==> config.mk <==
export PLATFORM = sky130hd
export DESIGN_NAME = pyon_top
export DESIGN_NICKNAME = d
export VERILOG_FILES = /design/src/hw/pyon_pkg.sv /design/src/hw/key_judge.sv /design/src/hw/tick_pacer.sv /design/src/hw/bcd_score.sv /design/src/hw/bcd_timer.sv /design/src/hw/seg_decoder.sv /design/src/hw/pyon_top.sv
export VERILOG_INCLUDE_DIRS = /design/src /design/src/hw
export SDC_FILE = /design/constraint.sdc
export NUM_CORES = 1
export LEC_CHECK = 0
export ABC_AREA = 1
export BUFFER_PORTS_ARGS = -buffer_cell sky130_fd_sc_hd__buf_2
export CAP_MARGIN = 20
export CORE_ASPECT_RATIO = 1.75
export CORE_UTILIZATION = 58
export CTS_BUF_LIST = sky130_fd_sc_hd__clkbuf_4 sky130_fd_sc_hd__clkbuf_8
export DETAILED_ROUTE_END_ITERATION = 8
export PLACE_DENSITY = 0.79
export SLEW_MARGIN = 15
export SYNTH_ARGS = -nofsm -noshare
export SYNTH_HDL_FRONTEND = slang
export SYNTH_HIERARCHICAL = 1
export SYNTH_SLANG_ARGS = --single-unit
==> constraint.sdc <==
create_clock -name clk -period 2.3 [get_ports clk]
set_input_delay 0.46 -clock clk [delete_from_list [all_inputs] [get_ports clk]]
set_output_delay 0.46 -clock clk [all_outputs]
set_load 0.02 [all_outputs]
==> src/hw/pyon_params.svh <==
`ifndef PYON_PARAMS_SVH
`define PYON_PARAMS_SVH

// ------------------------------
// game setup
// ------------------------------

// box walk order, bit 0 first, 0 = left and 1 = right
`define PYON_BOX_PATTERN 33'b0_1101_0001_0101_1101_1001_0110_1000_1001

// board oscillator
`define PYON_CLK_HZ 50000000

// both sides start at 32 boxes left
`define PYON_SCORE_TENS 4'd3
`define PYON_SCORE_ONES 4'd2

// ------------------------------
// seven-segment codes, active low
// ------------------------------
`define PYON_SEG_0 7'b100_0000
`define PYON_SEG_1 7'b111_1001
`define PYON_SEG_2 7'b010_0100
`define PYON_SEG_3 7'b011_0000
`define PYON_SEG_4 7'b001_1001
`define PYON_SEG_5 7'b001_0010
`define PYON_SEG_6 7'b000_0010
`define PYON_SEG_7 7'b111_1000
`define PYON_SEG_8 7'b000_0000
`define PYON_SEG_9 7'b001_0000
// out-of-range digits fall back to the zero shape
`define PYON_SEG_BLANK_DEFAULT 7'b100_0000

`endif

==> src/hw/pyon_pkg.sv <==
package pyon_pkg;

  // ------------------------------
  // shared vector types
  // ------------------------------

  // one decimal digit
  typedef logic [3:0] bcd_t;

  // segments g..a, low = lit
  typedef logic [6:0] seg_t;

  // pacer count and period, wide enough for a 50 MHz second
  typedef logic [27:0] div_cnt_t;

  // box walk, bit 0 is the box under the player
  typedef logic [32:0] box_seq_t;

  // ------------------------------
  // opponent speed switch
  // ------------------------------
  typedef enum logic [1:0] {
    SPEED_EASY    = 2'd0,  // two thirds of a second per box
    SPEED_MEDIUM  = 2'd1,  // half a second
    SPEED_HARD    = 2'd2,  // a third of a second
    SPEED_EXTREME = 2'd3   // a fifth of a second
  } speed_t;

endpackage

==> src/hw/key_judge.sv <==
`timescale 1ns/1ps
`include "pyon_params.svh"

module key_judge import pyon_pkg::*; (
  input  logic clk,
  input  logic resetn,
  input  logic run,        // game running
  input  logic key_left,   // active high, already inverted
  input  logic key_right,
  output logic hit         // one-cycle strobe per correct press
);

  // ------------------------------
  // state
  // ------------------------------
  box_seq_t seq;           // remaining boxes, bit 0 current
  logic     left_cur;      // latest key samples
  logic     right_cur;
  logic     left_prev;     // samples one edge older
  logic     right_prev;
  logic     left_rise;
  logic     right_rise;
  logic     match;

  // new press = pressed now, released one sample earlier
  assign left_rise  = left_cur & ~left_prev;
  assign right_rise = right_cur & ~right_prev;

  // box bit 0 picks which key counts
  assign match = seq[0] ? right_rise : left_rise;

  // key sampling
  always_ff @(posedge clk) begin
    if (!resetn) begin
      left_cur   <= 1'b0;  // treat keys as released
      right_cur  <= 1'b0;
      left_prev  <= 1'b0;
      right_prev <= 1'b0;
    end else begin
      left_cur   <= key_left;
      right_cur  <= key_right;
      left_prev  <= left_cur;   // keep older sample
      right_prev <= right_cur;
    end
  end

  // hit strobe and box advance share one edge
  always_ff @(posedge clk) begin
    if (!resetn) begin
      seq <= `PYON_BOX_PATTERN;  // fresh walk every reset
      hit <= 1'b0;
    end else begin
      hit <= match & run;        // no hits while paused
      if (match && run) begin
        seq <= seq >> 1;         // next box moves into bit 0, zero fill
      end
    end
  end

  // ------------------------------
  // checks
  // ------------------------------
  // back-to-back hits only when the next box sits on the other side
  a_hit_single: assert property (
    @(posedge clk) disable iff (!resetn)
      (match && run) |=> !(match && run && (seq[0] == $past(seq[0])))
  );

endmodule

==> src/hw/tick_pacer.sv <==
`timescale 1ns/1ps

module tick_pacer import pyon_pkg::*; (
  input  logic     clk,
  input  logic     resetn,
  input  logic     run,     // count only while running
  input  div_cnt_t period,  // cycles per tick, read at reload
  output logic     tick     // one-cycle strobe
);

  // ------------------------------
  // reloading down-counter
  // ------------------------------
  div_cnt_t count;          // cycles left before next tick
  div_cnt_t reload;

  assign reload = period - div_cnt_t'(1);  // zero counts as a cycle

  // tick lives in the cycle where count sits at zero
  assign tick = run & (count == '0);

  always_ff @(posedge clk) begin
    if (!resetn) begin
      count <= reload;                   // first tick lands period cycles in
    end else if (run) begin
      if (count == '0) begin
        count <= reload;                 // new speed picked up here
      end else begin
        count <= count - div_cnt_t'(1);
      end
    end
    // paused: count holds where it stopped
  end

  // ------------------------------
  // checks
  // ------------------------------
  // no strobe may sneak out of a held count
  a_no_tick_paused: assert property (
    @(posedge clk) disable iff (!resetn)
      !run |-> !tick
  );

endmodule

==> src/hw/bcd_score.sv <==
`timescale 1ns/1ps
`include "pyon_params.svh"

module bcd_score import pyon_pkg::*; (
  input  logic clk,
  input  logic resetn,
  input  logic dec,     // strobe, one box gone
  input  logic freeze,  // game over
  output bcd_t tens,
  output bcd_t ones,
  output logic done     // strobe arrived at 00
);

  logic at_zero;

  assign at_zero = (tens == 4'd0) && (ones == 4'd0);

  // ------------------------------
  // two-digit down-counter
  // ------------------------------
  always_ff @(posedge clk) begin
    if (!resetn) begin
      tens <= `PYON_SCORE_TENS;  // start at 32
      ones <= `PYON_SCORE_ONES;
      done <= 1'b0;
    end else if (dec && !freeze) begin
      if (at_zero) begin
        done <= 1'b1;            // sticky until reset
      end else if (ones == 4'd0) begin
        ones <= 4'd9;            // borrow from tens
        tens <= tens - 4'd1;
      end else begin
        ones <= ones - 4'd1;
      end
    end
    // strobes while frozen are dropped
  end

  // ------------------------------
  // checks
  // ------------------------------
  // borrow path must never leave a non-decimal digit behind
  a_digits_bcd: assert property (
    @(posedge clk) disable iff (!resetn)
      (tens <= 4'd9) && (ones <= 4'd9)
  );

endmodule

==> src/hw/bcd_timer.sv <==
`timescale 1ns/1ps

module bcd_timer import pyon_pkg::*; (
  input  logic clk,
  input  logic resetn,
  input  logic inc,     // one-second strobe
  input  logic freeze,  // game over
  output bcd_t tens,
  output bcd_t ones
);

  logic ones_wrap;
  logic tens_wrap;

  assign ones_wrap = (ones == 4'd9);
  assign tens_wrap = (tens == 4'd9);

  // ------------------------------
  // two-digit up-counter
  // ------------------------------
  always_ff @(posedge clk) begin
    if (!resetn) begin
      tens <= 4'd0;        // game clock starts at 00
      ones <= 4'd0;
    end else if (inc && !freeze) begin
      if (ones_wrap) begin
        ones <= 4'd0;      // carry into tens
        if (tens_wrap) begin
          tens <= 4'd0;    // 99 rolls to 00
        end else begin
          tens <= tens + 4'd1;
        end
      end else begin
        ones <= ones + 4'd1;
      end
    end
    // frozen: hold the final time
  end

  // ------------------------------
  // checks
  // ------------------------------
  // carry chain must keep both digits decimal across wraps
  a_digits_bcd: assert property (
    @(posedge clk) disable iff (!resetn)
      (tens <= 4'd9) && (ones <= 4'd9)
  );

endmodule

==> src/hw/seg_decoder.sv <==
`timescale 1ns/1ps
`include "pyon_params.svh"

module seg_decoder import pyon_pkg::*; (
  input  bcd_t digit,  // 0..9 expected
  output seg_t seg     // active low
);

  // ------------------------------
  // digit lookup
  // ------------------------------
  always_comb begin
    case (digit)
      4'd0:    seg = `PYON_SEG_0;
      4'd1:    seg = `PYON_SEG_1;
      4'd2:    seg = `PYON_SEG_2;
      4'd3:    seg = `PYON_SEG_3;
      4'd4:    seg = `PYON_SEG_4;
      4'd5:    seg = `PYON_SEG_5;
      4'd6:    seg = `PYON_SEG_6;
      4'd7:    seg = `PYON_SEG_7;
      4'd8:    seg = `PYON_SEG_8;
      4'd9:    seg = `PYON_SEG_9;
      default: seg = `PYON_SEG_BLANK_DEFAULT;  // a..f show as 0
    endcase
  end

endmodule

==> src/hw/pyon_top.sv <==
`timescale 1ns/1ps
`include "pyon_params.svh"

module pyon_top import pyon_pkg::*; #(
  parameter int clk_hz = `PYON_CLK_HZ  // cycles per second
) (
  input  logic   clk,
  input  logic   resetn,
  input  logic   run,            // game running switch
  input  logic   key_left_n,     // push keys, low = pressed
  input  logic   key_right_n,
  input  speed_t speed,          // opponent pace
  output seg_t   hex_timer_lo,
  output seg_t   hex_timer_hi,
  output seg_t   hex_pc_lo,
  output seg_t   hex_pc_hi,
  output seg_t   hex_player_lo,
  output seg_t   hex_player_hi,
  output logic   game_over       // either side finished
);

  // ------------------------------
  // pacer periods, rounded down
  // ------------------------------
  localparam div_cnt_t PERIOD_EASY    = div_cnt_t'((clk_hz * 2) / 3);
  localparam div_cnt_t PERIOD_MEDIUM  = div_cnt_t'(clk_hz / 2);
  localparam div_cnt_t PERIOD_HARD    = div_cnt_t'(clk_hz / 3);
  localparam div_cnt_t PERIOD_EXTREME = div_cnt_t'(clk_hz / 5);
  localparam div_cnt_t PERIOD_SECOND  = div_cnt_t'(clk_hz);

  logic     key_left;
  logic     key_right;
  logic     hit;                 // correct press strobe
  logic     pc_tick;             // opponent step strobe
  logic     sec_tick;            // one-second strobe
  div_cnt_t pc_period;
  logic     player_done;
  logic     pc_done;
  bcd_t     timer_tens;
  bcd_t     timer_ones;
  bcd_t     pc_tens;
  bcd_t     pc_ones;
  bcd_t     player_tens;
  bcd_t     player_ones;

  assign key_left  = ~key_left_n;   // keys idle high
  assign key_right = ~key_right_n;

  // opponent pace follows the switch live
  always_comb begin
    case (speed)
      SPEED_EASY:    pc_period = PERIOD_EASY;
      SPEED_MEDIUM:  pc_period = PERIOD_MEDIUM;
      SPEED_HARD:    pc_period = PERIOD_HARD;
      SPEED_EXTREME: pc_period = PERIOD_EXTREME;
      default:       pc_period = PERIOD_EASY;
    endcase
  end

  // sticky end of game, freezes all three counters
  always_ff @(posedge clk) begin
    if (!resetn) begin
      game_over <= 1'b0;
    end else begin
      game_over <= game_over | player_done | pc_done;
    end
  end

  // ------------------------------
  // player side
  // ------------------------------
  key_judge u_key (
    .clk       (clk),
    .resetn    (resetn),
    .run       (run),
    .key_left  (key_left),
    .key_right (key_right),
    .hit       (hit)
  );

  bcd_score u_player_score (
    .clk    (clk),
    .resetn (resetn),
    .dec    (hit),
    .freeze (game_over),
    .tens   (player_tens),
    .ones   (player_ones),
    .done   (player_done)
  );

  // ------------------------------
  // opponent side
  // ------------------------------
  tick_pacer u_pc_pace (
    .clk    (clk),
    .resetn (resetn),
    .run    (run),
    .period (pc_period),
    .tick   (pc_tick)
  );

  bcd_score u_pc_score (
    .clk    (clk),
    .resetn (resetn),
    .dec    (pc_tick),
    .freeze (game_over),
    .tens   (pc_tens),
    .ones   (pc_ones),
    .done   (pc_done)
  );

  // ------------------------------
  // game clock
  // ------------------------------
  tick_pacer u_sec_pace (
    .clk    (clk),
    .resetn (resetn),
    .run    (run),
    .period (PERIOD_SECOND),
    .tick   (sec_tick)
  );

  bcd_timer u_timer (
    .clk    (clk),
    .resetn (resetn),
    .inc    (sec_tick),
    .freeze (game_over),
    .tens   (timer_tens),
    .ones   (timer_ones)
  );

  // ------------------------------
  // displays
  // ------------------------------
  seg_decoder u_seg_timer_lo  (.digit(timer_ones),  .seg(hex_timer_lo));
  seg_decoder u_seg_timer_hi  (.digit(timer_tens),  .seg(hex_timer_hi));
  seg_decoder u_seg_pc_lo     (.digit(pc_ones),     .seg(hex_pc_lo));
  seg_decoder u_seg_pc_hi     (.digit(pc_tens),     .seg(hex_pc_hi));
  seg_decoder u_seg_player_lo (.digit(player_ones), .seg(hex_player_lo));
  seg_decoder u_seg_player_hi (.digit(player_tens), .seg(hex_player_hi));

endmodule

==> flow_summary.yaml <==
placed_design:
  dp.final_hpwl_um: 18600
  gp_congestion: 0.991
  port_buffers: 49
timing:
  final_hold_viol_count: 0
  tightest_slew_ps: 652
  rsz0062_at_grt: "no"
  slew_headroom: 0.565
  period_needed_ps: 2190
  fin_crit_sh: 0.954
  setup_viol: 0
  whs_ps: 245
  clock.fmax_ghz: 0.456
  clock-skew-final_ps: 14.2
  final_max_slew_viol_count: 0
detailed_routing:
  drt-wirelength-per-cell_um: 12.8
  antenna_left: 0
  vias_per_cell: 4.98
  vias: 9441
  drtIter0Drc: 398
  drt-pass1-iter-count: 5
  drcViolationCount: 0
  wl_um: 24300
clock_network:
  worstSkewPairLatency_ps: 450
  path_clk_slew_ps: 80
  cts_tree: "built"
  cts_setup_buffers: 0
  htree_num_levels: 4
  numClockSinks: 120
  cts_root_buf: "clkbuf_8"
  cts_max_path_buffers: 2
  cts_made_buffers: 17
cells_and_area:
  n_antenna_cell: 0
  fin_nets: 1705
  area_delta_synth_final_pct: 14.5
  fill_cells: 1484
  fin_util: 0.678
  layout-drive-gt1-share: 0.132
yosys:
  synthArstFlopShare: 0
  synth_top_area_share: 0.173
  synth_commonest_cells: "nand2_1 (410), nor2_1 (248), inv_1 (204)"
  synth_area_leaders: "edfxtp_1 (17%), nand2_1 (16%), dfxtp_1 (13%), nor2_1 (9.6%), inv_1 (7.9%)"
  synth_top_area_cell: "edfxtp_1"
  ys_types: 43
  synth_edf_count: 56
  synth-main-ff-cell: "dfxtp_1"
  syn_avg_cell_area_um2: 6.53
  ys_ff_latch: 120
  yosysMostFrequentCell: "nand2_1"
  synthCells: 1484
  synth-seq-area-share: 0.306
  syn-cell-area_mm2: 0.00970
  yosysWarningCount: 6
power:
  power_density_mw_per_mm2: 506
  p_clk_frac: 0.351
  combPwrFrac: 0.186
  leakagePower_nw: 5.47
  p_switching_mw: 1.74
  vdd_drop_max_uv: 563
  p_int_mw: 3.87
  p_sw_frac: 0.311
  power_frac_seq: 0.463
critical_path:
  cp.arrival_ps: 1730
  cp-start-kind: "flop"
  cp-end-kind: "primary output"
  cpPeakStageDelay_ps: 460
  crit_family: "flip-flops"
  path_max_fanout: 6
  cp_cell_sequence: "inv_1 > ha_1 > nand2_1 > inv_1 > nor2_1 > buf_2"
  critPathBufInv: 3
  required_ps: 1840
  critical_path_class: "flop to primary output"
  critPathMostFrequentCell: "inv_1"
  cp_slowest_cell: "dfxtp_1"
global_routing:
  first_global_vias: 9142
  grt_pass1_wl_um: 40300
  grt-ovfl-total: 0
  grt_max_degree: 60
  antenna_found_initial: 0
  grt_use_total: 0.294
floorplanning:
  die_w_um: 99.7
  row_count: 62
  die_h_um: 173
  ios: 50
  start_util: 0.592
  core_mm2: 0.0164
  fp.dieArea_mm2: 0.0173
outcome:
  outcome: "complete, no violations"
run:
  cap_violations: 0
hold_path:
  hp-class: "primary input to flop"
[per-stage QoR]
stage	power, mW	instance area, um2	setup TNS, ps	setup WS (ps)	cells
2_1_floorplan	3.38	10100	0	22.7	1583
3_5_place_dp	3.65	10700	-33.4	-30.8	1861
6_report	5.61	11100	0	106	1894
4_1_cts	5.62	11100	0	58.2	1893
3_3_place_gp	3.63	10700	0	38.6	1861
5_1_grt	5.88	11100	0	17.8	1894
[placed cells by master (no fill, tap or decap), types with 26 or more instances in the layout]
master    Yosys  final
ha_1         41     41
xnor2_1      37     37
dfxtp_1      64     59
nand4_1      57     57
nand2_1     410    410
inv_1       204    204
conb_1        2    101
nor2_2       23     26
xor2_1       32     32
nor2_1      248    246
a21oi_1      28     28
nand2_2      28     28
edfxtp_1     56     56
buf_2        10     49
nand3_1     104    104
buf_4         2     28
[state kept, by name, summed over array words and instances (netlist names), 4 cells and up]
| name | cells |
|---|---|
| u_timer/ones | 4 |
| u_pc_score/tens | 4 |
| u_pc_pace/count | 28 |
| u_key/seq | 32 |
| u_player_score/tens | 4 |
| u_timer/tens | 4 |
| u_pc_score/ones | 4 |
| u_player_score/ones | 4 |
| u_sec_pace/count | 28 |
[repair_timing]
action,4_1_cts,5_1_grt
resized for setup,0,7
endpoints found under the setup margin,0,12
hold buffers,0,0
[power groups by stage]
| stage | Combinational (mW) | Sequential [mW] | Clock (mW) |
|---|---|---|---|
| global route | 1.18 | 2.62 | 2.08 |
| detailed placement | 1.01 | 2.64 | 0 |
| finish | 1.05 | 2.60 | 1.97 |
| floorplan | 0.793 | 2.59 | 0 |
| CTS | 1.02 | 2.59 | 2.01 |
| global placement | 0.993 | 2.63 | 0 |
[routing by layer]
layer  global-route usage  share of wire  up-vias
met5                    0              0        -
met4                0.184          0.058        0
met3               0.0424          0.026       94
met2                0.578           0.56      213
met1                0.271           0.36     4244
li1                     -              -     4890
[worst paths after layout]
| kind | endpoint | slack [ps] | startpoint | depth (start not counted) |
|---|---|---|---|---|
| worst max-delay path | hex_player_lo[3] | 110 | u_player_score/ones[0]$_SDFFE_PN0P_ | 6 |
| worst min-delay path | u_key/left_cur$_SDFF_PN0_ | 240 | key_left_n | 4 |
| worst max register to register | u_timer/tens[3]$_SDFFE_PN0P_ | 180 | u_sec_pace/count[0]$_DFFE_PP_ | 13 |
| worst min register to register | u_key/left_prev$_SDFF_PN0_ | 430 | u_key/left_cur$_SDFF_PN0_ | 2 |
[cell type report]
class | count | area (um2) | share of cell area
Tap cell | 224 | 280 | 0.0253
Multi-Input combinational cell | 1213 | 6080 | 0.548
Clock inverter | 14 | 156 | 0.0141
Clock buffer | 18 | 241 | 0.0218
Timing Repair Buffer | 80 | 515 | 0.0465
Sequential cell | 120 | 2970 | 0.268
Inverter | 225 | 850 | 0.0766
[worst min-delay path: stages]
cell	delay, ps
buf_2	70
inv_1	30
nand2_1	50
inv_1	30
[logic make-up (layout without fill, tap and decap cells)]
kind of cell | Yosys count | in the layout | share of synthesized area
buffers and inverters | 251 | 337 | 0.106
AO/OA/AOI/OAI | 86 | 86 | 0.0496
adder cells (fa/ha/maj) | 41 | 41 | 0.0529
flip-flops | 120 | 120 | 0.306
AND/OR/NAND/NOR | 915 | 916 | 0.423
other | 2 | 101 | 0.000775
XOR/XNOR | 69 | 69 | 0.0623
Power figures use the tool's default switching activity.
